## config.mk

```make
export PLATFORM = sky130hd
export DESIGN_NAME = interp_bilinear_flat
export DESIGN_NICKNAME = d
export VERILOG_FILES = /design/src/rtl/img_pkg.sv /design/src/rtl/kernel_if.sv /design/src/rtl/interp_bilinear.sv /design/src/flat_wrapper.sv
export SDC_FILE = /design/constraint.sdc
export NUM_CORES = 1
export LEC_CHECK = 0
export ABC_AREA = 1
export BUFFER_PORTS_ARGS = -buffer_cell sky130_fd_sc_hd__buf_2
export CAP_MARGIN = 20
export CORE_MARGIN = 5
export CORE_UTILIZATION = 50
export DETAILED_ROUTE_END_ITERATION = 8
export GPL_TIMING_DRIVEN = 0
export HOLD_SLACK_MARGIN = 0.03
export PLACE_DENSITY = 0.77
export REMOVE_ABC_BUFFERS = 1
export SYNTH_ARGS = -nofsm -noshare
export SYNTH_HDL_FRONTEND = slang
export SYNTH_SLANG_ARGS = --single-unit
```

## constraint.sdc

```tcl
create_clock -name clk -period 2.8 [get_ports clk]
set_clock_uncertainty 0.2 [all_clocks]
set_input_delay 0.14 -clock clk [delete_from_list [all_inputs] [get_ports clk]]
set_output_delay 0.14 -clock clk [all_outputs]
set_load 0.02 [all_outputs]
```

## src/rtl/img_pkg.sv

```systemverilog
`default_nettype none

package img_pkg;

   // Pixel and stream sizes
   localparam int unsigned pixel_width = 10;
   localparam int unsigned data_width  = 16;
   localparam int unsigned max_cols    = 1288;   // Longest supported line
   localparam int unsigned col_width   = 11;

   typedef logic [3:0] dtype_t;

   localparam dtype_t dtype_frame_start = 4'h1;
   localparam dtype_t dtype_frame_end   = 4'h2;
   localparam dtype_t dtype_row_start   = 4'h3;
   localparam dtype_t dtype_row_end     = 4'h4;
   localparam dtype_t dtype_pixel       = 4'h8;
   localparam dtype_t dtype_pixel_mask  = 4'h8;  // Any code with bit 3 set carries a pixel

   // Stream data word, raw pixel on pixel beats, metadata on marker beats
   typedef union packed {
      struct packed {
         logic [data_width-pixel_width-1:0] pad;
         logic [pixel_width-1:0]            pix;
      } px;
      logic [data_width-1:0] meta;
   } stream_word_u;

   // win[row][col], row 0 is the oldest line, col 0 the leftmost column
   typedef logic [2:0][2:0][pixel_width-1:0] window_t;

   // Bit 1 row phase, bit 0 column phase
   // 0 means the first window centre handed to the interpolator is red
   typedef logic [1:0] phase_t;

   // Register port
   localparam int unsigned axi_addr_width = 4;
   localparam int unsigned axi_data_width = 32;

   localparam logic [axi_addr_width-1:0] csr_ctrl_addr   = 4'h0;  // [0] enable, [2:1] phase
   localparam logic [axi_addr_width-1:0] csr_status_addr = 4'h4;  // [15:0] frame count

   localparam logic [1:0] axi_resp_okay   = 2'b00;
   localparam logic [1:0] axi_resp_slverr = 2'b10;

endpackage

`default_nettype wire

```

## src/rtl/kernel_if.sv

```systemverilog
`timescale 1ns/1ps
`default_nettype none

interface kernel_if;

   logic                  dv;      // One tagged event per cycle
   img_pkg::dtype_t       dtype;
   img_pkg::stream_word_u word;    // Marker metadata passes here untouched
   img_pkg::window_t      win;     // Only meaningful on pixel events

   modport src (
      output dv,
      output dtype,
      output word,
      output win
   );

   modport snk (
      input dv,
      input dtype,
      input word,
      input win
   );

endinterface

`default_nettype wire

```

## src/rtl/interp_bilinear.sv

```systemverilog
`timescale 1ns/1ps
`default_nettype none

module interp_bilinear (
   input  logic                            clk,
   input  logic                            resetb,
   input  img_pkg::phase_t                 phase,
   kernel_if.snk                           kif,
   output logic                            dvo,
   output logic [img_pkg::pixel_width-1:0] r,
   output logic [img_pkg::pixel_width-1:0] g,
   output logic [img_pkg::pixel_width-1:0] b,
   output img_pkg::dtype_t                 dtypeo,
   output img_pkg::stream_word_u           meta_datao,
   output logic                            frame_done
);

   logic                              row_phase;
   logic                              col_phase;
   logic                              is_pixel;
   logic [img_pkg::pixel_width+1:0]   plus_sum;
   logic [img_pkg::pixel_width+1:0]   diamond_sum;
   logic [img_pkg::pixel_width:0]     vert_sum;
   logic [img_pkg::pixel_width:0]     horz_sum;
   logic [img_pkg::pixel_width-1:0]   kcenter;
   logic [img_pkg::pixel_width-1:0]   kplus;
   logic [img_pkg::pixel_width-1:0]   kdiamond;
   logic [img_pkg::pixel_width-1:0]   kvert;
   logic [img_pkg::pixel_width-1:0]   khorz;

   assign is_pixel = |(kif.dtype & img_pkg::dtype_pixel_mask);
   assign kcenter  = kif.win[1][1];

   // Two guard bits on the four-way sums, +2 rounds before the shift
   assign plus_sum    = {2'b00, kif.win[0][1]} + {2'b00, kif.win[2][1]}
                      + {2'b00, kif.win[1][0]} + {2'b00, kif.win[1][2]} + 2'd2;
   assign diamond_sum = {2'b00, kif.win[0][0]} + {2'b00, kif.win[0][2]}
                      + {2'b00, kif.win[2][0]} + {2'b00, kif.win[2][2]} + 2'd2;
   assign vert_sum    = {1'b0, kif.win[0][1]} + {1'b0, kif.win[2][1]} + 1'b1;
   assign horz_sum    = {1'b0, kif.win[1][0]} + {1'b0, kif.win[1][2]} + 1'b1;

   assign kplus    = plus_sum[img_pkg::pixel_width+1:2];
   assign kdiamond = diamond_sum[img_pkg::pixel_width+1:2];
   assign kvert    = vert_sum[img_pkg::pixel_width:1];
   assign khorz    = horz_sum[img_pkg::pixel_width:1];

   always_ff @(posedge clk or negedge resetb) begin
      if (!resetb) begin
         dvo        <= 1'b0;
         r          <= '0;
         g          <= '0;
         b          <= '0;
         dtypeo     <= '0;
         meta_datao <= '0;
         frame_done <= 1'b0;
         row_phase  <= 1'b0;
         col_phase  <= 1'b0;
      end else begin
         dvo        <= kif.dv;
         frame_done <= kif.dv && (kif.dtype == img_pkg::dtype_frame_end);
         if (kif.dv) begin
            dtypeo     <= kif.dtype;
            meta_datao <= kif.word;
            if (kif.dtype == img_pkg::dtype_frame_start) begin
               row_phase <= phase[1];
            end else if (kif.dtype == img_pkg::dtype_row_start) begin
               col_phase <= phase[0];   // Reloaded on every line
            end else if (kif.dtype == img_pkg::dtype_row_end) begin
               row_phase <= !row_phase;
            end else if (is_pixel) begin
               col_phase <= !col_phase;
               case ({row_phase, col_phase})
                  2'd0: begin   // Red site
                     r <= kcenter;
                     g <= kplus;
                     b <= kdiamond;
                  end
                  2'd1: begin   // Green on a red row
                     r <= khorz;
                     g <= kcenter;
                     b <= kvert;
                  end
                  2'd2: begin   // Green on a blue row
                     r <= kvert;
                     g <= kcenter;
                     b <= khorz;
                  end
                  default: begin   // Blue site
                     r <= kdiamond;
                     g <= kplus;
                     b <= kcenter;
                  end
               endcase
            end
         end
      end
   end

endmodule

`default_nettype wire

```

## src/flat_wrapper.sv

```systemverilog
// flat-port wrapper written by rule: the top's interface ports become plain ports
module interp_bilinear_flat 
  (clk, resetb, phase, dvo, r, g, b, dtypeo, meta_datao, frame_done, kif_dv, kif_dtype, kif_word, kif_win);
  kernel_if kif_i ();
  input  logic clk;
  input  logic resetb;
  input  img_pkg::phase_t phase;
  output logic dvo;
  output logic [img_pkg::pixel_width-1:0] r;
  output logic [img_pkg::pixel_width-1:0] g;
  output logic [img_pkg::pixel_width-1:0] b;
  output img_pkg::dtype_t dtypeo;
  output img_pkg::stream_word_u meta_datao;
  output logic frame_done;
  input wire logic [$bits(kif_i.dv)-1:0] kif_dv;
  input wire logic [$bits(kif_i.dtype)-1:0] kif_dtype;
  input wire logic [$bits(kif_i.word)-1:0] kif_word;
  input wire logic [$bits(kif_i.win)-1:0] kif_win;
  assign kif_i.dv = kif_dv;
  assign kif_i.dtype = kif_dtype;
  assign kif_i.word = kif_word;
  assign kif_i.win = kif_win;
  interp_bilinear u_core (.clk(clk), .resetb(resetb), .phase(phase), .kif(kif_i), .dvo(dvo), .r(r), .g(g), .b(b), .dtypeo(dtypeo), .meta_datao(meta_datao), .frame_done(frame_done));
endmodule
```

=== After elaboration in Yosys (flattened, before gate mapping) ===
Index checks and enable logic that the tools add are counted.

* Flip-flop bits (word level): 54
* Latch bits: 0
* Bits in writable memories: 0
* ROM bits: 0
* Output and inout port bits: 52
* Word-level logic and storage cells: 51
* Memories: 0

* Add/subtract/negate cells: 12
* Multipliers: 0
* Div/mod/pow operators: 0
* Order comparisons: 0
* Equal/unequal tests: 8
* Shift operators: 0
* Mux-type cells: 9
* Bitwise logic cells: 3
* Reduce and logical (&&, ||, !) cells: 10

{| class="wikitable"
|+ Operators with widths
! kind !! count
|-
| $pmux W10 S3 || 2
|-
| $add A12 B10 Y12 || 4
|-
| $add A10 B10 Y11 || 4
|-
| $add A12 B2 Y12 const B || 2
|-
| $add A11 B1 Y11 const B || 2
|-
| $mux W10 || 1
|-
| $eq A4 B2 Y1 const B || 2
|-
| $mux W1 || 6
|-
| $reduce_and A5 Y1 || 1
|-
| $eq A4 B1 Y1 const B || 1
|-
| $eq A4 B3 Y1 const B || 1
|-
| $ne A2 B1 Y1 const B || 2
|-
| $reduce_and A4 Y1 || 1
|-
| $reduce_bool A2 Y1 || 2
|-
| $not A1 Y1 || 3
|-
| $reduce_and A3 Y1 || 1
|-
| $eq A2 B1 Y1 const B || 1
|-
| $eq A2 B2 Y1 const B || 1
|-
| $logic_not A1 Y1 || 2
|-
| $logic_not A2 Y1 || 1
|-
| $reduce_or A2 Y1 || 1
|-
| $logic_and A1 B1 Y1 || 1
|}

=== Depth between registers and ports, before layout ===
Gate-level depths: netlist of run 1.

* Depth in word-level cells: 5
* Mapped depth: 21

=== Least setup slack after synthesis of run 1 ===
No wires, ideal clock.

* Path kind: input to register
* From: input kif_win[0]
* To: register u_core.r[9] in the netlist's numbering
* Library setup time: 0.124 ns
* Arrival: 2.854 ns
* Required time: 2.476 ns
* Path slack: -0.378 ns
* Cell stages on the path: 17
* Cell sequence: ha_1 > fa_1 > nand3_1 > nand2_1 > a21oi_1 > o21ai_0 > xor2_1 > fa_1 > inv_1 > ha_1 > a21o_1 > a21oi_1 > nand2_1 > nand2_1 > nand3_1 > o211ai_1 > nand2_1

* Word-level cells in the longest chain between the ends: 5

{| class="wikitable"
|+ Ends and longest elaborated chain
! item !! line !! source
|-
| start: declaration || flat_wrapper.sv:18 || <nowiki>input wire logic [$bits(kif_i.win)-1:0] kif_win;</nowiki>
|-
| $add A10 B10 Y11 || interp_bilinear.sv:37 || <nowiki>assign diamond_sum = {2'b00, kif.win[0][0]} + {2'b00, kif.win[0][2]}</nowiki>
|-
| $add A12 B10 Y12 (2 in series) || interp_bilinear.sv:38 || <nowiki>+ {2'b00, kif.win[2][0]} + {2'b00, kif.win[2][2]} + 2'd2;</nowiki>
|-
| $add A12 B2 Y12 || interp_bilinear.sv:38 ||
|-
| $pmux W10 S3 || interp_bilinear.sv:72 || <nowiki>case ({row_phase, col_phase})</nowiki>
|-
| end signal: assignment || interp_bilinear.sv:74 || <nowiki>r <= kcenter;</nowiki>
|-
| end signal: assignment || interp_bilinear.sv:79 || <nowiki>r <= khorz;</nowiki>
|-
| end signal: assignment || interp_bilinear.sv:84 || <nowiki>r <= kvert;</nowiki>
|-
| end: declaration || interp_bilinear.sv:10 || <nowiki>output logic [img_pkg::pixel_width-1:0] r,</nowiki>
|}

Every way passes these cells.
A chain may end at the register's enable or synchronous reset.

=== Final worst setup path of run 1 ===
* From: input kif_win[0]
* To: register u_core.b[5] in the netlist's numbering

* Word-level cells in the longest chain between the ends: 5

{| class="wikitable"
|+ Ends and longest elaborated chain
! item !! line !! source
|-
| $add A10 B10 Y11 || interp_bilinear.sv:37 ||
|-
| $add A12 B10 Y12 (2 in series) || interp_bilinear.sv:38 ||
|-
| $add A12 B2 Y12 || interp_bilinear.sv:38 ||
|-
| $pmux W10 S3 || interp_bilinear.sv:72 ||
|-
| end signal: assignment || interp_bilinear.sv:76 || <nowiki>b <= kdiamond;</nowiki>
|-
| end signal: assignment || interp_bilinear.sv:81 || <nowiki>b <= kvert;</nowiki>
|-
| end signal: assignment || interp_bilinear.sv:86 || <nowiki>b <= khorz;</nowiki>
|-
| end: declaration || interp_bilinear.sv:12 || <nowiki>output logic [img_pkg::pixel_width-1:0] b,</nowiki>
|}

Every way passes these cells.

==> impl_metrics.yaml, run 1 <==
clock_network:
  h-tree-depth: 2
  root_buffer: "clkbuf_16"
  clk_pin_slew_ns: 0.07
  insertion_delay_ns: 0.29
  cts_made_buffers: 5
  clockBufferDepth: 2
  cts_sinks: 54
  cts_tree: "built"
pwr:
  ir_worst_vdd_v: 0.000322
  powerDensity_nw_per_um2: 659
  leakage_nw: 4.55
outcome:
  failed_checks: "negative setup slack"
  status: "finished, violations left"
hold_path:
  hold_start: "phase[0]"
  min-delay-path-class: "in -> reg"
  holdPathStages: 4
  worstHoldEndpoint: "u_core.col_phase$_DFFE_PN0P_"
timing:
  fin_ws_ns: -0.209
  worstMarginPinSlew_ns: 0.947
  finalMaxSlewViolations: 0
  hold_violations: 0
  period_share: 1.07
  max_clock_freq_ghz: 0.332
  grt_setup_unrepaired: "yes"
  whs_ns: 0.0376
  setup_viol: 18
  period_minus_slack_ns: 3.01
  max-slew-margin-rel: 0.369
route:
  drt-initial-drc-count: 469
  wire_per_inst_um: 15.4
  via_count: 6708
  firstDrtPassIters: 6
  antenna_left: 0
  route.detailed.drc: 0
  wl_mm: 19.2
  via_per_inst: 5.40
place:
  dp_hpwl_mm: 13.5
  io_buffers: 166
  place_congestion: 0.939
setup_path:
  r2r-end: "u_core.b[1]$_DFFE_PN0P_"
  worstPathRequired_ns: 2.78
  reg2reg_setup_slack_ns: 0.33
  cp_slowest_cell: "fa_1"
  cp-start-kind: "primary input"
  crit_path_end_kind: "flip-flop"
  critPathBufInv: 2
  cp.arrival_ns: 2.99
  crit_type: "in -> reg"
  reg2reg_from: "u_core.row_phase$_DFFE_PN0P_"
  path_max_fanout: 4
  crit_family: "adder cells"
  critPathMaxStageDelay_ns: 0.52
  reg2regPathDepth: 7
  crit_chain: "buf_6, ha_4, fa_2, nand3_2, nand2_4, a21oi_2, o21ai_1, xor2_1, fa_1, inv_2, ha_4, a21o_1, a21oi_2, nand3b_1, nand3_2, nand4_1, nand2_1, nand2_1"
layout:
  num_antenna_cells: 0
  mostFrequentLayoutCell: "nand2_1"
  syn2layout_area_growth_pct: 41.4
  nets: 1292
  final_util: 0.730
  most-common-layout-cells: "239 x nand2_1, 162 x buf_2, 138 x inv_1"
  drive_above_1_share: 0.328
flow_run:
  max_cap_violations: 0
die:
  dieHeight_um: 119
  design.die.area_um2: 14200
  ioPinCount: 167
  start_util: 0.516
  num_rows: 39
  chipWidth_um: 119
  core-area_um2: 11500
synth:
  syn_inst: 890
  synth_cell_types: 42
  synth_area_per_cell_um2: 6.68
  ys_seq_area_frac: 0.227
  yosysWarnings: 0
  synth.cell_area_um2: 5950
  synth.ff_latch_count: 54
global_routing:
  antenna_found_initial: 0
  grt_pass1_vias: 6349
  overflow: 0
  grt_usage: 0.248
  grt_max_degree: 49
  grt_pass1_wl_mm: 29.4
==> final cells by class <==
type / count / area, µm²
Sequential cell: 54 / 1350
Fill cell: 900 / 3110
Clock buffer: 5 / 125
Tap cell: 143 / 179
Inverter: 157 / 594
Clock inverter: 2 / 13.8
Multi-Input combinational cell: 656 / 4740
Timing Repair Buffer: 225 / 1400
==> Yosys cell counts (all sizes together) <==
| cell type | instances | area, µm² |
|---|---|---|
| nor2 | 52 | 203 |
| xor2 | 19 | 166 |
| clkbuf | 15 | 56.3 |
| xnor2 | 8 | 70.1 |
| or2 | 2 | 12.5 |
| o211ai | 2 | 15.0 |
| a31oi | 4 | 25.0 |
| a21o | 5 | 37.5 |
| o221ai | 1 | 8.76 |
| inv | 155 | 582 |
| nand4 | 11 | 68.8 |
| o21a | 1 | 7.51 |
| a21oi | 67 | 358 |
| a21boi | 1 | 7.51 |
| nand2 | 274 | 1040 |
| dfrtp | 54 | 1350 |
| fa | 22 | 440 |
| o311a | 1 | 10.0 |
| clkinv | 2 | 7.51 |
| nor3b | 1 | 7.51 |
| mux2 | 2 | 22.5 |
| o21bai | 8 | 60.1 |
| o22ai | 1 | 6.26 |
| nor3 | 8 | 45.0 |
| buf | 8 | 47.5 |
| o21ai | 29 | 160 |
| nand3b | 6 | 45.0 |
| ha | 56 | 701 |
| o31ai | 2 | 20.0 |
| nand3 | 72 | 360 |
| nor4 | 1 | 6.26 |
==> worst max-delay path by stage <==
| stage | start | slack, ns | endpoint | depth (start not counted) |
|---|---|---|---|---|
| after global routing | kif_win[0] | -0.39 | u_core.b[8]$_DFFE_PN0P_ | 20 |
| after floorplan | kif_win[10] | -0.38 | u_core.g[7]$_DFFE_PN0P_ | 17 |
| after detailed placement | kif_win[0] | -0.91 | u_core.b[8]$_DFFE_PN0P_ | 20 |
| after global placement | kif_win[0] | -0.87 | u_core.b[8]$_DFFE_PN0P_ | 20 |
| after CTS | kif_win[20] | -0.19 | u_core.b[5]$_DFFE_PN0P_ | 20 |
| final | kif_win[0] | -0.21 | u_core.b[5]$_DFFE_PN0P_ | 18 |
==> worst reg2reg max path, stage by stage (launching register included) <==
cell	delay, ns
dfrtp_1	0.39
ha_1	0.80
inv_1	0.48
nand2_1	0.18
a21oi_1	0.05
o21ai_1	0.11
nand2_1	0.06
o21ai_1	0.13
==> layer usage <==
layer	GRT usage	vias up	wire (µm)
met4	0.0782	0	671
met3	0.0313	56	1420
met2	0.430	299	9210
met1	0.321	3122	7860
met5	0	-	0
li1	-	3231	-
==> metrics by stage <==
stage                     cell area, µm²  instances  power (W)  TNS [ns]  worst slack, ns
after floorplan                     5840        867    0.00309     -5.29           -0.383
after global placement              6850       1176    0.00387    -16.04           -0.870
after detailed placement            6880       1177    0.00392    -17.12           -0.906
after CTS                           7880       1227    0.00496     -1.59           -0.192
after global routing                8410       1242    0.00595     -5.35           -0.389
final                               8410       1242    0.00554     -2.23           -0.209
==> state kept, by name (all words and copies together), names as in the netlist <==
register           count
u_core.row_phase       1
u_core.r              10
u_core.g              10
u_core.meta_datao     16
u_core.b              10
u_core.dtypeo          4
u_core.dvo             1
u_core.col_phase       1
u_core.frame_done      1
==> logic make-up (layout without fill, tap and decap cells) <==
family | Yosys count | count (layout) | share of synthesized area
and+or+nand+nor | 427 | 427 | 0.300
buffers and inverters | 180 | 389 | 0.117
AOI/OAI and AO/OA | 122 | 122 | 0.120
adders and majority gates | 78 | 78 | 0.192
DFF | 54 | 54 | 0.227
xor gates and xnor gates | 27 | 27 | 0.0398
muxes | 2 | 2 | 0.00379
==> power breakdown <==
part	switching, W	total, W	internal (W)
Sequential	0.000111	0.00110	0.000986
Clock	0.000280	0.000609	0.000329
Combinational	0.00233	0.00384	0.00150
Total	0.00272	0.00554	0.00282
==> repair_timing <==
action                     in CTS  in global routing
resized for setup             108                 88
hold endpoints to repair       83                  1
buffers inserted               18                 14
pin swaps                      56                 74
hold buffers                   25                  1
setup endpoints to repair      23                 24
(Power assumes the default switching activity.)
==> run 2, diff against run 1 <==
CTS_BUF_LIST = sky130_fd_sc_hd__clkbuf_4 sky130_fd_sc_hd__clkbuf_8   (was not set)
==> impl_metrics.yaml, run 2 (synthesized netlist as in run 1, its figures left out) <==
global_routing:
  gr-usage-met2: 0.433
  grt_pass1_vias: 6377
  grt-busiest-layer: "met2"
  overflow: 0
  grt_util_met3: 0.0336
  grt_pass1_wl_mm: 29.7
  grt_usage: 0.249
  grt_max_degree: 49
  antenna_found_initial: 0
  use_met1: 0.323
timing:
  worstMarginPinSlew_ns: 0.882
  max_clock_freq_ghz: 0.332
  period_minus_slack_ns: 3.01
  hold_violations: 0
  period_share: 1.08
  setup_viol: 16
  finalMaxSlewViolations: 0
  fin_ws_ns: -0.212
  grt_setup_unrepaired: "yes"
  max-slew-margin-rel: 0.410
layout:
  fin_area_um2: 8500
  most-common-layout-cells: "236 x nand2_1, 162 x buf_2, 138 x inv_1"
  syn2layout_area_growth_pct: 42.9
  largest_register_ffs: 16
  nets: 1307
  num_antenna_cells: 0
  mostFrequentLayoutCell: "nand2_1"
  drive_above_1_share: 0.334
  largest-register: "u_core.meta_datao"
setup_path:
  worstPathRequired_ns: 2.80
  crit_type: "in -> reg"
  crit_chain: "buf_6, ha_4, fa_2, nand3_2, nand2_4, nand2_2, o211ai_1, xnor2_1, fa_1, inv_2, ha_4, nand2_4, nor2_4, nand3_2, nand3_2, nand2_2, nand3_2, nand4_1, nand2_1, nand2_1"
  reg2reg_from: "u_core.row_phase$_DFFE_PN0P_"
  cp_slowest_cell: "fa_1"
  crit_family: "adder cells"
  cp.arrival_ns: 3.01
  path_max_fanout: 3
  crit_start: "kif_win[0]"
  critPathMaxStageDelay_ns: 0.53
  critPathBufInv: 2
  crit_path_end_kind: "flip-flop"
  crit_top_cell: "nand3_2"
  cp-start-kind: "primary input"
die:
  core-area_um2: 11500
  num_rows: 39
  start_util: 0.516
  chipWidth_um: 119
  ioPinCount: 167
  dieHeight_um: 119
  design.die.area_um2: 14200
pwr:
  finalPower_w: 0.00537
  ir_worst_vdd_v: 0.000321
  leakage_nw: 4.59
  powerDensity_nw_per_um2: 632
route:
  via_count: 6729
  wl_mm: 19.5
  firstDrtPassIters: 5
  route.detailed.drc: 0
  via_per_inst: 5.35
  drt-initial-drc-count: 472
  wire_per_inst_um: 15.5
  antenna_left: 0
clock_network:
  cts_sinks: 54
  root_buffer: "clkbuf_8"
  cts_made_buffers: 5
  h-tree-depth: 2
  cts_tree: "built"
  clk_pin_slew_ns: 0.10
  insertion_delay_ns: 0.31
  clockBufferDepth: 2
place:
  io_buffers: 166
  place_congestion: 0.939
  dp_hpwl_mm: 13.5
  dpl_cell_area_um2: 6880
flow_run:
  max_cap_violations: 0
outcome:
  failed_checks: "negative setup slack"
  status: "finished, violations left"
hold_path:
  hold_start: "kif_dtype[3]"
  min-delay-path-class: "in -> reg"
==> run 2: changes by cell type in the layout (fill, tap and decap cells not counted), sizes merged <==
| cell | before | now |
|---|---|---|
| dlygate4sd3 | 26 | 35 |
| buf | 199 | 205 |
==> run 2: final timing paths <==
path,to,slack (ns),cells after the start
max reg2reg,u_core.b[1]$_DFFE_PN0P_,0.68,6
max in group asynchronous,u_core.r[5]$_DFFE_PN0P_,1.72,3
min reg2reg,u_core.dtypeo[3]$_DFFE_PN0P_,0.27,2
min,u_core.row_phase$_DFFE_PN0P_,0.08,5
min in group asynchronous,u_core.meta_datao[1]$_DFFE_PN0P_,0.14,2
max,u_core.b[8]$_DFFE_PN0P_,-0.21,20
==> run 2: per-layer routing <==
layer / up-vias / share of wire
met5: - / 0
met4: 0 / 0.038
met1: 3070 / 0.39
li1: 3259 / -
met2: 331 / 0.48
met3: 69 / 0.083
==> run 2: area by class of cell <==
| type | count | area [µm²] |
|---|---|---|
| Tap cell | 143 | 179 |
| Sequential cell | 54 | 1350 |
| Multi-Input combinational cell | 656 | 4760 |
| Clock inverter | 2 | 13.8 |
| Inverter | 157 | 594 |
| Fill cell | 895 | 3020 |
| Clock buffer | 5 | 68.8 |
| Timing Repair Buffer | 240 | 1530 |
==> run 2: per-stage QoR <==
stage	TNS [ns]	setup WS (ns)	utilization	hold slack [ns]	cells
floorplan	-5.29	-0.383	-	-0.356	867
global placement	-16.04	-0.870	0.595	0.135	1176
detailed placement	-17.12	-0.906	0.597	-0.0687	1177
CTS	-1.11	-0.162	0.686	-0.0546	1236
global route	-4.94	-0.392	0.738	0.104	1257
finish	-2.16	-0.212	0.738	0.0774	1257
==> run 2: what timing repair did <==
item | CTS | global route
setup buffers | 18 | 20
pin swaps | 46 | 83
resized for setup | 96 | 101
hold buffers | 34 | 1
setup endpoints to repair | 23 | 24
endpoints found under the hold margin | 93 | 1
==> run 2: worst min-delay path, stage by stage <==
cell and delay (ns):
buf_2 0.11, or2_2 0.11, o31ai_1 0.05, nand2_1 0.08, a21oi_1 0.07
==> run 2: where the power goes <==
group          switching (W)  internal, W
clock               0.000260     0.000174
sequential          0.000113     0.000984
combinational        0.00234      0.00150
