<file path="src/rtl/img_pkg.sv">
`default_nettype none

package img_pkg;

   // Pixel and stream sizes
   localparam int unsigned pixel_width = 10;
   localparam int unsigned data_width  = 16;
   localparam int unsigned max_cols    = 1288;   // Longest supported line
   localparam int unsigned col_width   = 11;

   typedef logic [3:0] dtype_t;

   localparam dtype_t dtype_frame_start = 4'h1;
   localparam dtype_t dtype_frame_end   = 4'h2;
   localparam dtype_t dtype_row_start   = 4'h3;
   localparam dtype_t dtype_row_end     = 4'h4;
   localparam dtype_t dtype_pixel       = 4'h8;
   localparam dtype_t dtype_pixel_mask  = 4'h8;  // Any code with bit 3 set carries a pixel

   // Stream data word, raw pixel on pixel beats, metadata on marker beats
   typedef union packed {
      struct packed {
         logic [data_width-pixel_width-1:0] pad;
         logic [pixel_width-1:0]            pix;
      } px;
      logic [data_width-1:0] meta;
   } stream_word_u;

   // win[row][col], row 0 is the oldest line, col 0 the leftmost column
   typedef logic [2:0][2:0][pixel_width-1:0] window_t;

   // Bit 1 row phase, bit 0 column phase
   // 0 means the first window centre handed to the interpolator is red
   typedef logic [1:0] phase_t;

   // Register port
   localparam int unsigned axi_addr_width = 4;
   localparam int unsigned axi_data_width = 32;

   localparam logic [axi_addr_width-1:0] csr_ctrl_addr   = 4'h0;  // [0] enable, [2:1] phase
   localparam logic [axi_addr_width-1:0] csr_status_addr = 4'h4;  // [15:0] frame count

   localparam logic [1:0] axi_resp_okay   = 2'b00;
   localparam logic [1:0] axi_resp_slverr = 2'b10;

endpackage

`default_nettype wire

</file>
<file path="src/rtl/demosaic_csr.sv">
`timescale 1ns/1ps
`default_nettype none

module demosaic_csr (
   input  logic                                clk,
   input  logic                                resetb,
   input  logic [img_pkg::axi_addr_width-1:0]  awaddr,
   input  logic                                awvalid,
   output logic                                awready,
   input  logic [img_pkg::axi_data_width-1:0]  wdata,
   input  logic [img_pkg::axi_data_width/8-1:0] wstrb,
   input  logic                                wvalid,
   output logic                                wready,
   output logic [1:0]                          bresp,
   output logic                                bvalid,
   input  logic                                bready,
   input  logic [img_pkg::axi_addr_width-1:0]  araddr,
   input  logic                                arvalid,
   output logic                                arready,
   output logic [img_pkg::axi_data_width-1:0]  rdata,
   output logic [1:0]                          rresp,
   output logic                                rvalid,
   input  logic                                rready,
   output logic                                enable,
   output img_pkg::phase_t                     phase,
   input  logic                                frame_done
);

   logic        wr_go;
   logic        rd_go;
   logic [2:0]  ctrl_q;      // {phase, enable}
   logic [15:0] frame_cnt;

   // A pending response on either channel holds off new requests
   assign wr_go   = awvalid && wvalid && !bvalid && !rvalid;
   assign rd_go   = arvalid && !bvalid && !rvalid;
   assign awready = wr_go;
   assign wready  = wr_go;
   assign arready = rd_go;

   assign enable = ctrl_q[0];
   assign phase  = ctrl_q[2:1];

   always_ff @(posedge clk or negedge resetb) begin
      if (!resetb) begin
         bvalid    <= 1'b0;
         rvalid    <= 1'b0;
         ctrl_q    <= '0;
         frame_cnt <= '0;
      end else begin
         if (wr_go) begin
            bvalid <= 1'b1;
         end else if (bready) begin
            bvalid <= 1'b0;
         end
         if (rd_go) begin
            rvalid <= 1'b1;
         end else if (rready) begin
            rvalid <= 1'b0;
         end
         if (wr_go && (awaddr == img_pkg::csr_ctrl_addr) && wstrb[0]) begin
            ctrl_q <= wdata[2:0];
         end
         frame_cnt <= frame_cnt + frame_done;   // Wraps at 16 bits
      end
   end

   always_ff @(posedge clk) begin
      if (wr_go) begin
         // Status writes are dropped but still answered okay
         if ((awaddr == img_pkg::csr_ctrl_addr) || (awaddr == img_pkg::csr_status_addr)) begin
            bresp <= img_pkg::axi_resp_okay;
         end else begin
            bresp <= img_pkg::axi_resp_slverr;
         end
      end
      if (rd_go) begin
         rdata <= '0;
         rresp <= img_pkg::axi_resp_okay;
         case (araddr)
            img_pkg::csr_ctrl_addr:   rdata[2:0]  <= ctrl_q;
            img_pkg::csr_status_addr: rdata[15:0] <= frame_cnt;
            default:                  rresp       <= img_pkg::axi_resp_slverr;
         endcase
      end
   end

endmodule

`default_nettype wire

</file>
<file path="config.mk">
export PLATFORM = sky130hd
export DESIGN_NAME = demosaic_csr
export DESIGN_NICKNAME = d
export VERILOG_FILES = /design/src/rtl/img_pkg.sv /design/src/rtl/demosaic_csr.sv
export SDC_FILE = /design/constraint.sdc
export NUM_CORES = 1
export LEC_CHECK = 0
export BUFFER_PORTS_ARGS = -buffer_cell sky130_fd_sc_hd__buf_2
export CORE_UTILIZATION = 27
export CTS_BUF_LIST = sky130_fd_sc_hd__clkbuf_2 sky130_fd_sc_hd__clkbuf_4 sky130_fd_sc_hd__clkbuf_8
export CTS_CLUSTER_DIAMETER = 30
export DETAILED_ROUTE_END_ITERATION = 12
export GPL_TIMING_DRIVEN = 0
export PLACE_DENSITY_LB_ADDON = 0.12
export RECOVER_POWER = 100
export SETUP_SLACK_MARGIN = 0.15
export SLEW_MARGIN = 20
export SYNTH_ARGS = -nofsm -noshare
export SYNTH_HDL_FRONTEND = slang
export SYNTH_SLANG_ARGS = --single-unit
</file>
<file path="constraint.sdc">
create_clock -name clk -period 6.6 [get_ports clk]
set_input_delay 0.33 -clock clk [delete_from_list [all_inputs] [get_ports clk]]
set_output_delay 0.33 -clock clk [all_outputs]
set_load 0.005 [all_outputs]
</file>
# After elaboration in Yosys (flattened, before gate mapping)
# Cells that the tools add are included.
[totals]
out_inout_bits = 44
ff_bits = 41
word_cells = 33
input_bits = 52
[classes]
eq_ne = 2
addsub = 1
reduce_logical = 15
n_mux = 7
[op_table]
columns = ["op", "count"]
rows = [
  ["$add 16x1->16", 1],
  ["$eq 4x3->1 const B", 2],
  ["$logic_not 4->1", 2],
  ["$logic_and 1x1->1", 7],
  ["$pmux 3 s2", 1],
  ["$mux 1", 4],
  ["$mux 2", 2],
  ["$reduce_bool 2->1", 2],
  ["$logic_not 1->1", 2],
  ["$reduce_or 2->1", 1],
  ["$logic_or 1x1->1", 1],
]

# Logic depth before layout (Yosys ltp)
# Gate-level depths: netlist of run 1.
[logic_depth]
depth_word = 5
mapped_depth = 5
ltp_nobuf = 4

# Worst setup path before layout of run 1
# Ideal clock, no wire load.
[synth_path]
path_type = "reg-to-reg"
start = "register rvalid"
end = "register rdata[0] (netlist name) (enable)"
arrival_ns = 1.899
stages_incl_launch_ff = 2
setup_slack_ns = 4.277
required_ns = 6.176
setup_time_ns = 0.424
synth_period_minus_slack_ns = 2.323
path_buffers = 0
cell_sequence = "dfrtp_1 > nor3b_1"
[synth_between]
elab_chain_cells = 2
[synth_lines]
columns = ["item", "line", "rtl"]
rows = [
  ["start: declaration", "demosaic_csr.sv:22", "output logic rvalid,"],
  ["start signal: assignment", "demosaic_csr.sv:47", "rvalid <= 1'b0;"],
  ["start signal: assignment", "demosaic_csr.sv:57", "rvalid <= 1'b1;"],
  ["start signal: assignment", "demosaic_csr.sv:59", "rvalid <= 1'b0;"],
  ["$logic_not 1->1", "demosaic_csr.sv:36", "assign rd_go = arvalid && !bvalid && !rvalid;"],
  ["$logic_and 1x1->1", "demosaic_csr.sv:36", ""],
  ["via arready", "demosaic_csr.sv:19", "output logic arready,"],
  ["end: declaration", "demosaic_csr.sv:20", "output logic [img_pkg::axi_data_width-1:0] rdata,"],
]
# The timed path passes the listed nets, and every way through them passes these cells.
# A chain may end at the register's enable or synchronous reset.

# Worst setup path in the final report of run 1
[layout_path]
start = "register rvalid"
end = "output arready"
[layout_between]
elab_chain_cells = 2
[layout_lines]
columns = ["item", "line"]
rows = [
  ["$logic_not 1->1", "demosaic_csr.sv:36"],
  ["$logic_and 1x1->1", "demosaic_csr.sv:36"],
  ["end: declaration", "demosaic_csr.sv:19"],
]
# No other way between the ends.

==> run_results.csv, run 1 <==
group,metric,value,unit
timing,setup_viol,0,
setup_path,crit_fanout,10,
synth,synthArstFlopShare,53.85,%
global_route,antenna_found_initial,0,
global_route,grt_max_degree,22,
drt,vias,1141,
synth,synthCells,138,
synth,netlist_area,1798,µm²
placed_design,place_congestion,0.6910,
floorplan,start_util,28.15,%
drt,post_drt_wl_per_cell,11.10,µm
clocking,cts_root_buf,"clkbuf_8",
worst_hold_path,min_from,"wdata[1]",
placed_design,portBuffers,45,
timing,setup_tns,0,ps
setup_path,path_buf_inv,2,
setup_path,start_kind,"register",
clocking,cts_max_path_buffers,2,
clocking,cts_tree,"done",
clocking,cts-htree-levels,2,
outcome,status,"completed",
timing,hold_viol,0,
synth,synth_warnings,0,
power,total_leakage_power,1.070,nW
synth,ys.flop_type,"dfrtp_1",
timing,relSlewSlack,4.653,%
setup_path,reg2reg_from,"rvalid",
timing,maxSlewViolCount,0,
cells_and_area,final_nets,262,
setup_path,cp_cell_sequence,"nor3b_1 -> clkbuf_1 -> buf_2",
clocking,cts_hold_buf,0,
setup_path,cp_top_family,"simple AND/OR/NAND/NOR gates",
floorplan,io_pins,96,
synth,avgSynthCellArea,13.03,µm²
cells_and_area,fin_cells,286,
floorplan,die_area,6990,µm²
cells_and_area,antenna_cells,0,
placed_design,hpwl,2360,µm
floorplan,row_count,29,
timing,fin_crit,2870,ps
drt,drtPass1Iterations,4,
floorplan,die_h,83.61,µm
flow_run,max_cap_viol_count,0,
timing,tightest_slew,1427,ps
floorplan,fp.coreArea,6386,µm²
drt,drc,0,
drt,drt-total-wl,3176,µm
global_route,grt_pass1_vias,1070,
setup_path,worstPathRequired,6270,ps
clocking,clk_latency,290,ps
drt,drt_iter0_drc,37,
setup_path,cp.arrival,2540,ps
setup_path,slowest_delay,1140,ps
clocking,cts_resized,0,
setup_path,critPathSlowestCell,"nor3b_1",
cells_and_area,area_growth,23.87,%
global_route,grtUsageTotal,9.711,%
timing,grt_setup_unrepaired,"no",
clocking,postCtsSetupBuffers,0,
power,p_int,424.2,µW
placed_design,dp_cells,278,
synth,synth_edf_count,18,
synth,synth_cell_type_count,30,
power,peakVddDrop,0.00009553,V
clocking,cts_buffers,5,
cells_and_area,drive_above_1_share,33.01,%
power,power_frac_comb,15.6,%
timing,fin_crit_sh,43.49,%
worst_hold_path,worstHoldPathType,"in -> reg",
setup_path,worstSetupStartpoint,"rvalid",
power,seq_power_share,56.7,%
drt,via_per_inst,3.990,
timing,clock.fmax,348.4,MHz
synth,ys_seq_area_share,59.29,%
global_route,grt_pass1_wl,5202,µm
clocking,clkTransAtPathRegs,70,ps
clocking,cts_sinks,39,
setup_path,crit_type,"reg -> out",
power,p_sw,159.0,µW
power,switching_share,27.26,%
global_route,globalRoute.totalOverflow,0,
timing,fin_skew,9.044,ps
power,clock_power_share,27.7,%
synth,ys_seq_elements,39,
setup_path,crit_path_end_kind,"primary output",
power,power.density,261.9,nW/µm²
floorplan,die_x,83.61,µm
drt,final_antenna_net_count,0,
-- worst paths after layout --
| path | cells after the start | slack [ps] | end |
|---|---|---|---|
| max | 3 | 3730 | arready |
| min | 2 | 270 | ctrl_q[1] |
| max reg2reg | 2 | 4190 | rdata[10] |
| min reg2reg | 1 | 460 | frame_cnt[15] |
| max in group asynchronous | 1 | 5570 | frame_cnt[8] |
| min in group asynchronous | 1 | 280 | bvalid |
-- cells in the mapped netlist (all sizes together), types with 3 or more instances --
cell / number / share of area, %
nor4: 4 / 2.1
nand2: 5 / 1.0
nand3: 5 / 1.7
nand4: 4 / 3.4
dfrtp: 21 / 29
mux2i: 3 / 1.7
and2: 11 / 3.8
mux2: 3 / 1.9
xor2: 8 / 3.9
buf: 20 / 8.2
nor2: 5 / 1.2
inv: 6 / 1.3
xnor2: 7 / 3.4
edfxtp: 18 / 30
nor3: 7 / 1.9
-- cell usage in the layout, fill, tap and decap left out, types with 2 or more instances in the layout --
| cell | instances |
|---|---|
| conb_1 | 18 |
| clkbuf_4 | 3 |
| inv_1 | 6 |
| edfxtp_1 | 18 |
| mux2i_1 | 3 |
| buf_2 | 35 |
| and2_0 | 8 |
| xnor2_1 | 7 |
| clkbuf_1 | 13 |
| nor3_1 | 7 |
| dfrtp_1 | 21 |
| nor2_1 | 4 |
| mux2_2 | 3 |
| ha_1 | 2 |
| nand4_1 | 3 |
| and2_1 | 3 |
| xor2_1 | 8 |
| buf_4 | 18 |
| clkbuf_8 | 5 |
| nand2_1 | 5 |
| nor4_1 | 4 |
| a21o_1 | 2 |
| nand3_1 | 4 |
-- worst register-to-register path, cell delays in order, from the launching register on --
cell      delay, ps
dfrtp_1         400
nor3b_1        1140
clkbuf_1        500
-- per-stage QoR --
step	setup WS [ps]	total power [mW]	util, %	cell area, µm²	hold WS [ps]
final	3730	0.5832	34.87	2227	274.0
after global routing	3432	0.6199	34.87	2227	265.7
after CTS	4381	0.6050	35.78	2285	19.72
after detailed placement	4713	0.4414	34.38	2196	336.3
after global placement	3444	0.4390	34.19	2183	340.1
after floorplan	4277	0.3958	-	1862	34.41
-- cell families after synthesis --
group | count (synthesis) | share of synthesized area, %
buf+inv | 27 | 9.742
compound gates | 2 | 0.8348
mux | 6 | 3.549
xor+xnor | 15 | 7.307
flops | 39 | 59.29
fa+ha+maj | 2 | 1.392
simple gates | 46 | 17.68
other cells | 1 | 0.2086
-- layer usage --
layer | track usage (%) | vias up | part of all wire [%]
li1 | - | 574 | -
met5 | 0 | - | 0
met1 | 11.18 | 533 | 45
met3 | 3.066 | 6 | 4.3
met4 | 4.622 | 0 | 2.0
met2 | 16.33 | 28 | 49
-- layout make-up --
class / instances / area (µm²)
Buffer: 21 / 150.1
Clock buffer: 7 / 83.83
Clock inverter: 1 / 5.005
Fill cell: 664 / 4159
Inverter: 6 / 22.52
Multi-Input combinational cell: 89 / 586.8
Sequential cell: 39 / 1066
Tap cell: 77 / 96.34
Timing Repair Buffer: 46 / 216.5
-- registers in the layout, summed over array words and instances (netlist names) --
name / flops
rdata: 16
frame_cnt: 16
ctrl_q: 3
bresp: 1
bvalid: 1
rresp: 1
rvalid: 1
-- power groups by stage --
stage          clock network, mW  logic (mW)  registers (mW)
6_report                   0.161      0.0912           0.331
5_1_grt                    0.178       0.104           0.338
4_1_cts                    0.168      0.0998           0.337
3_5_place_dp                   0      0.0995           0.342
3_3_place_gp                   0      0.0961           0.343
2_1_floorplan                  0      0.0595           0.336
Note: power is estimated with default switching activity, not from simulation.
==> inputs of run 2 (changes only) <==
--- a/config.mk
+++ b/config.mk
@@ -5,6 +5,7 @@
 export SDC_FILE = /design/constraint.sdc
 export NUM_CORES = 1
 export LEC_CHECK = 0
+export ABC_AREA = 1
 export BUFFER_PORTS_ARGS = -buffer_cell sky130_fd_sc_hd__buf_2
 export CORE_UTILIZATION = 27
 export CTS_BUF_LIST = sky130_fd_sc_hd__clkbuf_2 sky130_fd_sc_hd__clkbuf_4 sky130_fd_sc_hd__clkbuf_8
==> constraint.sdc (replaced) <==
create_clock -name clk -period 2.8 [get_ports clk]
set_input_delay 0.14 -clock clk [delete_from_list [all_inputs] [get_ports clk]]
set_output_delay 0.14 -clock clk [all_outputs]
set_load 0.005 [all_outputs]
==> run_results.csv, run 2 <==
group,metric,value,unit
outcome,status,"completed",
setup_path,start_kind,"register",
floorplan,io_pins,96,
drt,drt_iter0_drc,55,
clocking,clkTransAtPathRegs,70,ps
floorplan,die_area,7393,µm²
floorplan,row_count,30,
floorplan,start_util,28.03,%
synth,synth_top_area_share,28.38,%
placed_design,place_area,2313,µm²
clocking,cts_resized,0,
cells_and_area,area_growth,23.46,%
clocking,cts_root_buf,"clkbuf_8",
synth,synth_area_leader_cell,"edfxtp_1",
setup_path,cp.arrival,1630,ps
timing,setup_viol,0,
synth,synth_area_leaders,"edfxtp_1 (28%), dfrtp_1 (28%), nand2_1 (8.3%)",
global_route,grt.met1_usage,13.29,%
cells_and_area,layout_commonest_cell,"nand2_1",
synth,synth_warnings,0,
synth,synth_edf_count,18,
timing,grt_setup_unrepaired,"no",
setup_path,critPathSlowestCell,"inv_1",
placed_design,portBuffers,45,
timing,tightest_slew,1179,ps
cells_and_area,fin_area,2351,µm²
clocking,clk_latency,290,ps
timing,relSlewSlack,21.39,%
timing,fin_crit_sh,63.09,%
synth,ys_seq_area_share,55.98,%
clocking,cts_sinks,39,
cells_and_area,reg.largest.list,"frame_cnt x16, rdata x16, ctrl_q x3",
setup_path,slowest_delay,550,ps
setup_path,crit_path_end_kind,"primary output",
synth,avgSynthCellArea,9.522,µm²
global_route,grt_max_degree,22,
timing,fin_crit,1767,ps
timing,clock.fmax,566.1,MHz
global_route,grt_pass1_vias,1240,
power,peakVddDrop,0.0001919,V
drt,vias,1384,
setup_path,cp_cell_sequence,"nor2_1 -> nand2_1 -> inv_1 -> clkbuf_1",
synth,synth_cell_type_count,20,
setup_path,reg2reg_from,"rvalid",
drt,final_antenna_net_count,0,
drt,drt-total-wl,3468,µm
flow_run,max_cap_viol_count,0,
synth,synthCells,200,
drt,drtPass1Iterations,3,
global_route,grt_busiest_layer,"met2",
cells_and_area,fill_cells,727,
setup_path,worstPathRequired,2660,ps
synth,ys_seq_elements,39,
setup_path,crit_fanout,18,
synth,ys.flop_type,"dfrtp_1",
power,power.density,635.1,nW/µm²
setup_path,crit_type,"reg -> out",
placed_design,place_congestion,0.7969,
synth,synthArstFlopShare,53.85,%
synth,netlist_area,1904,µm²
cells_and_area,final_cell_mix,"nand2_1 (43), buf_2 (38), nor2_1 (35), inv_1 (23), dfrtp_1 (21)",
setup_path,path_buf_inv,2,
floorplan,die_x,85.98,µm
power,finalPower,1.493,mW
clocking,cts_tree,"done",
timing,hold_viol,0,
synth,yosysMostFrequentCell,"nand2_1",
clocking,cts_buffers,5,
drt,post_drt_wl_per_cell,9.450,µm
global_route,grtUsageMet3,2.599,%
cells_and_area,antenna_cells,0,
global_route,grt_pass1_wl,5837,µm
timing,fin_skew,8.432,ps
placed_design,hpwl,2629,µm
clocking,cts_max_path_buffers,2,
clocking,cts-htree-levels,2,
drt,via_per_inst,3.771,
setup_path,worstSetupStartpoint,"rvalid",
synth,synth_commonest_cells,"nand2_1 (42), nor2_1 (31), inv_1 (23)",
timing,maxSlewViolCount,0,
global_route,gr-usage-met2,16.23,%
worst_hold_path,worstHoldPathType,"in -> reg",
setup_path,cp_top_family,"buffers and inverters",
drt,drc,0,
worst_hold_path,min_from,"bready",
global_route,grtUsageTotal,10.34,%
cells_and_area,final_nets,324,
floorplan,fp.coreArea,6794,µm²
global_route,globalRoute.totalOverflow,0,
power,total_leakage_power,1.189,nW
cells_and_area,drive_above_1_share,25.46,%
timing,setup_tns,0,ps
floorplan,die_h,85.98,µm
global_route,antenna_found_initial,0,
run 2: changes by cell type after synthesis, sizes merged, moves of 4 or more:
cell and delta:
and2 -11, o21ai +7, nor2 +33, inv +17, nand3 +9, nor3 -7, nand2 +40, xnor2 -7
nor4 -4
run 2: kinds of logic after synthesis:
kind of cell / after synthesis / share of synthesized area [%]
adders and majority gates: 2 / 1.314
AOI/OAI and AO/OA: 7 / 1.839
other: 1 / 0.1969
buffers and inverters: 44 / 12.55
DFF: 39 / 55.98
xor gates and xnor gates: 7 / 3.220
and+or+nand+nor: 100 / 24.90
run 2: power breakdown:
part | switching (mW) | total (mW) | leakage (nW) | internal, mW
Clock | 0.191 | 0.371 | 0.0437 | 0.180
Combinational | 0.207 | 0.336 | 0.716 | 0.129
Sequential | 0.0774 | 0.786 | 0.429 | 0.709
Total | 0.476 | 1.49 | 1.19 | 1.02
run 2: stage by stage:
step	setup WS (ps)	hold WS [ps]	util (%)	instances
2_1_floorplan	1464	-155.6	-	217
3_3_place_gp	1214	144.7	34.05	358
3_5_place_dp	1234	141.3	34.05	358
4_1_cts	896.3	24.98	35.43	367
5_1_grt	874.9	35.02	34.60	367
6_report	1033	26.23	34.60	367
run 2: final timing paths:
kind / slack [ps] / depth (start not counted) / to
worst max-delay path: 1030 / 4 / arready
worst min-delay path: 30 / 2 / bvalid
worst max register to register: 1270 / 3 / rdata[8]
worst min register to register: 510 / 2 / frame_cnt[13]
max in group asynchronous: 1490 / 2 / ctrl_q[1]
min in group asynchronous: 610 / 2 / frame_cnt[13]
run 2: metal layers:
| metal | wire length [µm] | vias to the layer above | part of all wire [%] |
|---|---|---|---|
| met3 | 188 | 6 | 5.4 |
| met1 | 1655 | 607 | 48 |
| met5 | 0 | - | 0 |
| met2 | 1556 | 37 | 45 |
| met4 | 66 | 0 | 1.9 |
| li1 | - | 734 | - |
run 2: area by class of cell:
cell class	count	area (µm²)	area share, %
Buffer	20	146.4	6.227
Clock inverter	2	7.507	0.3193
Multi-Input combinational cell	134	616.8	26.24
Timing Repair Buffer	46	226.5	9.633
Clock buffer	6	76.32	3.246
Sequential cell	39	1066	45.34
Tap cell	96	120.1	5.109
Inverter	24	91.34	3.885
run 2: worst register-to-register path, cell delays in order (launching register included):
cell and delay, ps:
dfrtp_1 400, nor2_1 140, nand2_1 80, inv_1 550
run 2: what timing repair did:
action / CTS / global route
endpoints found under the hold margin: 21 / 0
buffers inserted: 0 / 0
hold buffers: 1 / 0
==> inputs of run 3 (changes only) <==
--- a/config.mk
+++ b/config.mk
@@ -5,7 +5,7 @@
 export SDC_FILE = /design/constraint.sdc
 export NUM_CORES = 1
 export LEC_CHECK = 0
-export ABC_AREA = 1
+export ABC_AREA = 0
 export BUFFER_PORTS_ARGS = -buffer_cell sky130_fd_sc_hd__buf_2
 export CORE_UTILIZATION = 27
 export CTS_BUF_LIST = sky130_fd_sc_hd__clkbuf_2 sky130_fd_sc_hd__clkbuf_4 sky130_fd_sc_hd__clkbuf_8
==> constraint.sdc (replaced) <==
create_clock -name clk -period 1.7 [get_ports clk]
set_input_delay 0.085 -clock clk [delete_from_list [all_inputs] [get_ports clk]]
set_output_delay 0.085 -clock clk [all_outputs]
set_load 0.005 [all_outputs]
==> run_results.csv, run 3 (synthesis results as in run 1) <==
group,metric,value,unit
placed_design,portBuffers,45,
timing,setup_tns,0,ps
drt,drc,0,
setup_path,crit_type,"reg -> reg",
timing,maxSlewViolCount,0,
cells_and_area,drive_above_1_share,35.55,%
clocking,cts_buffers,5,
clocking,cts_tree,"done",
power,total_leakage_power,1.098,nW
power,peakVddDrop,0.0003169,V
placed_design,place_congestion,0.6968,
floorplan,die_area,6990,µm²
timing,tightest_slew,1160,ps
setup_path,worstPathRequired,1630,ps
worst_hold_path,worstHoldPathType,"in -> reg",
global_route,grt_pass1_vias,1034,
floorplan,row_count,29,
clocking,cts_root_buf,"clkbuf_8",
drt,vias,1158,
timing,fin_crit_sh,86.57,%
cells_and_area,reg.largest.list,"frame_cnt x16, rdata x16, ctrl_q x3",
clocking,cts_sinks,39,
drt,drt-total-wl,3129,µm
timing,setup_viol,0,
timing,relSlewSlack,22.65,%
floorplan,fp.coreArea,6386,µm²
cells_and_area,fill_cells,652,
global_route,grtUsageTotal,9.448,%
setup_path,cp_cell_sequence,"nor3b_4 -> clkbuf_1",
cells_and_area,final_nets,264,
setup_path,cp.arrival,1400,ps
timing,hold_ws,34.24,ps
drt,drt_iter0_drc,34,
floorplan,io_pins,96,
global_route,grt_max_degree,22,
cells_and_area,final_cell_mix,"buf_2 (38), dfrtp_1 (21), buf_4 (19), conb_1 (18), edfxtp_1 (18)",
global_route,grt_pass1_wl,5023,µm
power,p_sw,632.7,µW
setup_path,path_buf_inv,1,
setup_path,crit_fanout,9,
setup_path,critPathSlowestCell,"dfrtp_1",
outcome,status,"completed",
flow_run,max_cap_viol_count,0,
setup_path,slowest_delay,430,ps
power,power.density,1015,nW/µm²
cells_and_area,area_growth,26.86,%
global_route,grtUsageMet3,2.671,%
cells_and_area,multi_input_area,616.8,µm²
global_route,grt.met1_usage,10.78,%
cells_and_area,seq_area,1066,µm²
clocking,clkTransAtPathRegs,70,ps
setup_path,cp_top_family,"flip-flops",
timing,fin_skew,6.821,ps
power,p_int,1.682,mW
drt,drtPass1Iterations,4,
power,clock_power_share,27.7,%
placed_design,hpwl,2291,µm
timing,clock.fmax,679.5,MHz
drt,via_per_inst,4.021,
clocking,cts_max_path_buffers,2,
power,switching_share,27.34,%
setup_path,start_kind,"register",
timing,grt_setup_unrepaired,"no",
floorplan,die_x,83.61,µm
floorplan,die_h,83.61,µm
floorplan,start_util,28.15,%
drt,final_antenna_net_count,0,
clocking,clk_latency,290,ps
setup_path,crit_path_end_kind,"register",
global_route,gr-usage-met2,15.96,%
cells_and_area,antenna_cells,0,
clocking,cts-htree-levels,2,
power,seq_power_share,56.2,%
power,power_frac_comb,16.1,%
cells_and_area,fin_area,2281,µm²
timing,fin_crit,1472,ps
global_route,antenna_found_initial,0,
timing,hold_viol,0,
drt,post_drt_wl_per_cell,10.86,µm
cells_and_area,layout_commonest_cell,"buf_2",
global_route,grt_busiest_layer,"met2",
placed_design,place_area,2195,µm²
global_route,globalRoute.totalOverflow,0,
==> run 3: routing by layer <==
layer	part of all wire, %	vias up
met1	41	544
met3	4.2	4
met5	0	-
li1	-	580
met2	53	30
met4	1.2	0
==> run 3: repair_timing <==
item	4_1_cts	5_1_grt
endpoints found under the hold margin	21	0
setup buffers	2	0
resized for setup	0	0
endpoints found under the setup margin	18	0
hold buffers	1	0
==> run 3: cell type report <==
type / count / area share [%]
Buffer: 21 / 6.583
Clock buffer: 8 / 4.004
Inverter: 6 / 0.9874
Multi-Input combinational cell: 89 / 27.04
Sequential cell: 39 / 46.74
Tap cell: 77 / 4.224
Timing Repair Buffer: 48 / 10.42
==> run 3: power by group through the flow <==
stage | Sequential [mW] | Combinational (mW) | Clock, mW
4_1_cts | 1.31 | 0.396 | 0.671
3_3_place_gp | 1.33 | 0.377 | 0
2_1_floorplan | 1.31 | 0.235 | 0
3_5_place_dp | 1.33 | 0.379 | 0
6_report | 1.30 | 0.373 | 0.641
5_1_grt | 1.33 | 0.419 | 0.712
==> run 3: stage by stage <==
step	setup WS [ps]	utilization, %	total power, mW	std cells
5_1_grt	100.9	35.72	2.457	288
3_5_place_dp	47.41	34.37	1.710	277
2_1_floorplan	282.1	-	1.544	155
4_1_cts	240.0	36.19	2.376	288
6_report	228.4	35.72	2.315	288
3_3_place_gp	91.41	34.37	1.706	277
==> run 3: final timing paths <==
check	startpoint	end	slack [ps]	cells after the start
min in group asynchronous	resetb	frame_cnt[15]	540	2
min reg2reg	frame_cnt[15]	frame_cnt[15]	470	1
max reg2reg	bvalid	rdata[9]	230	2
max	bvalid	rdata[9]	230	2
max in group asynchronous	resetb	ctrl_q[0]	460	2
min	wdata[1]	ctrl_q[1]	30	2
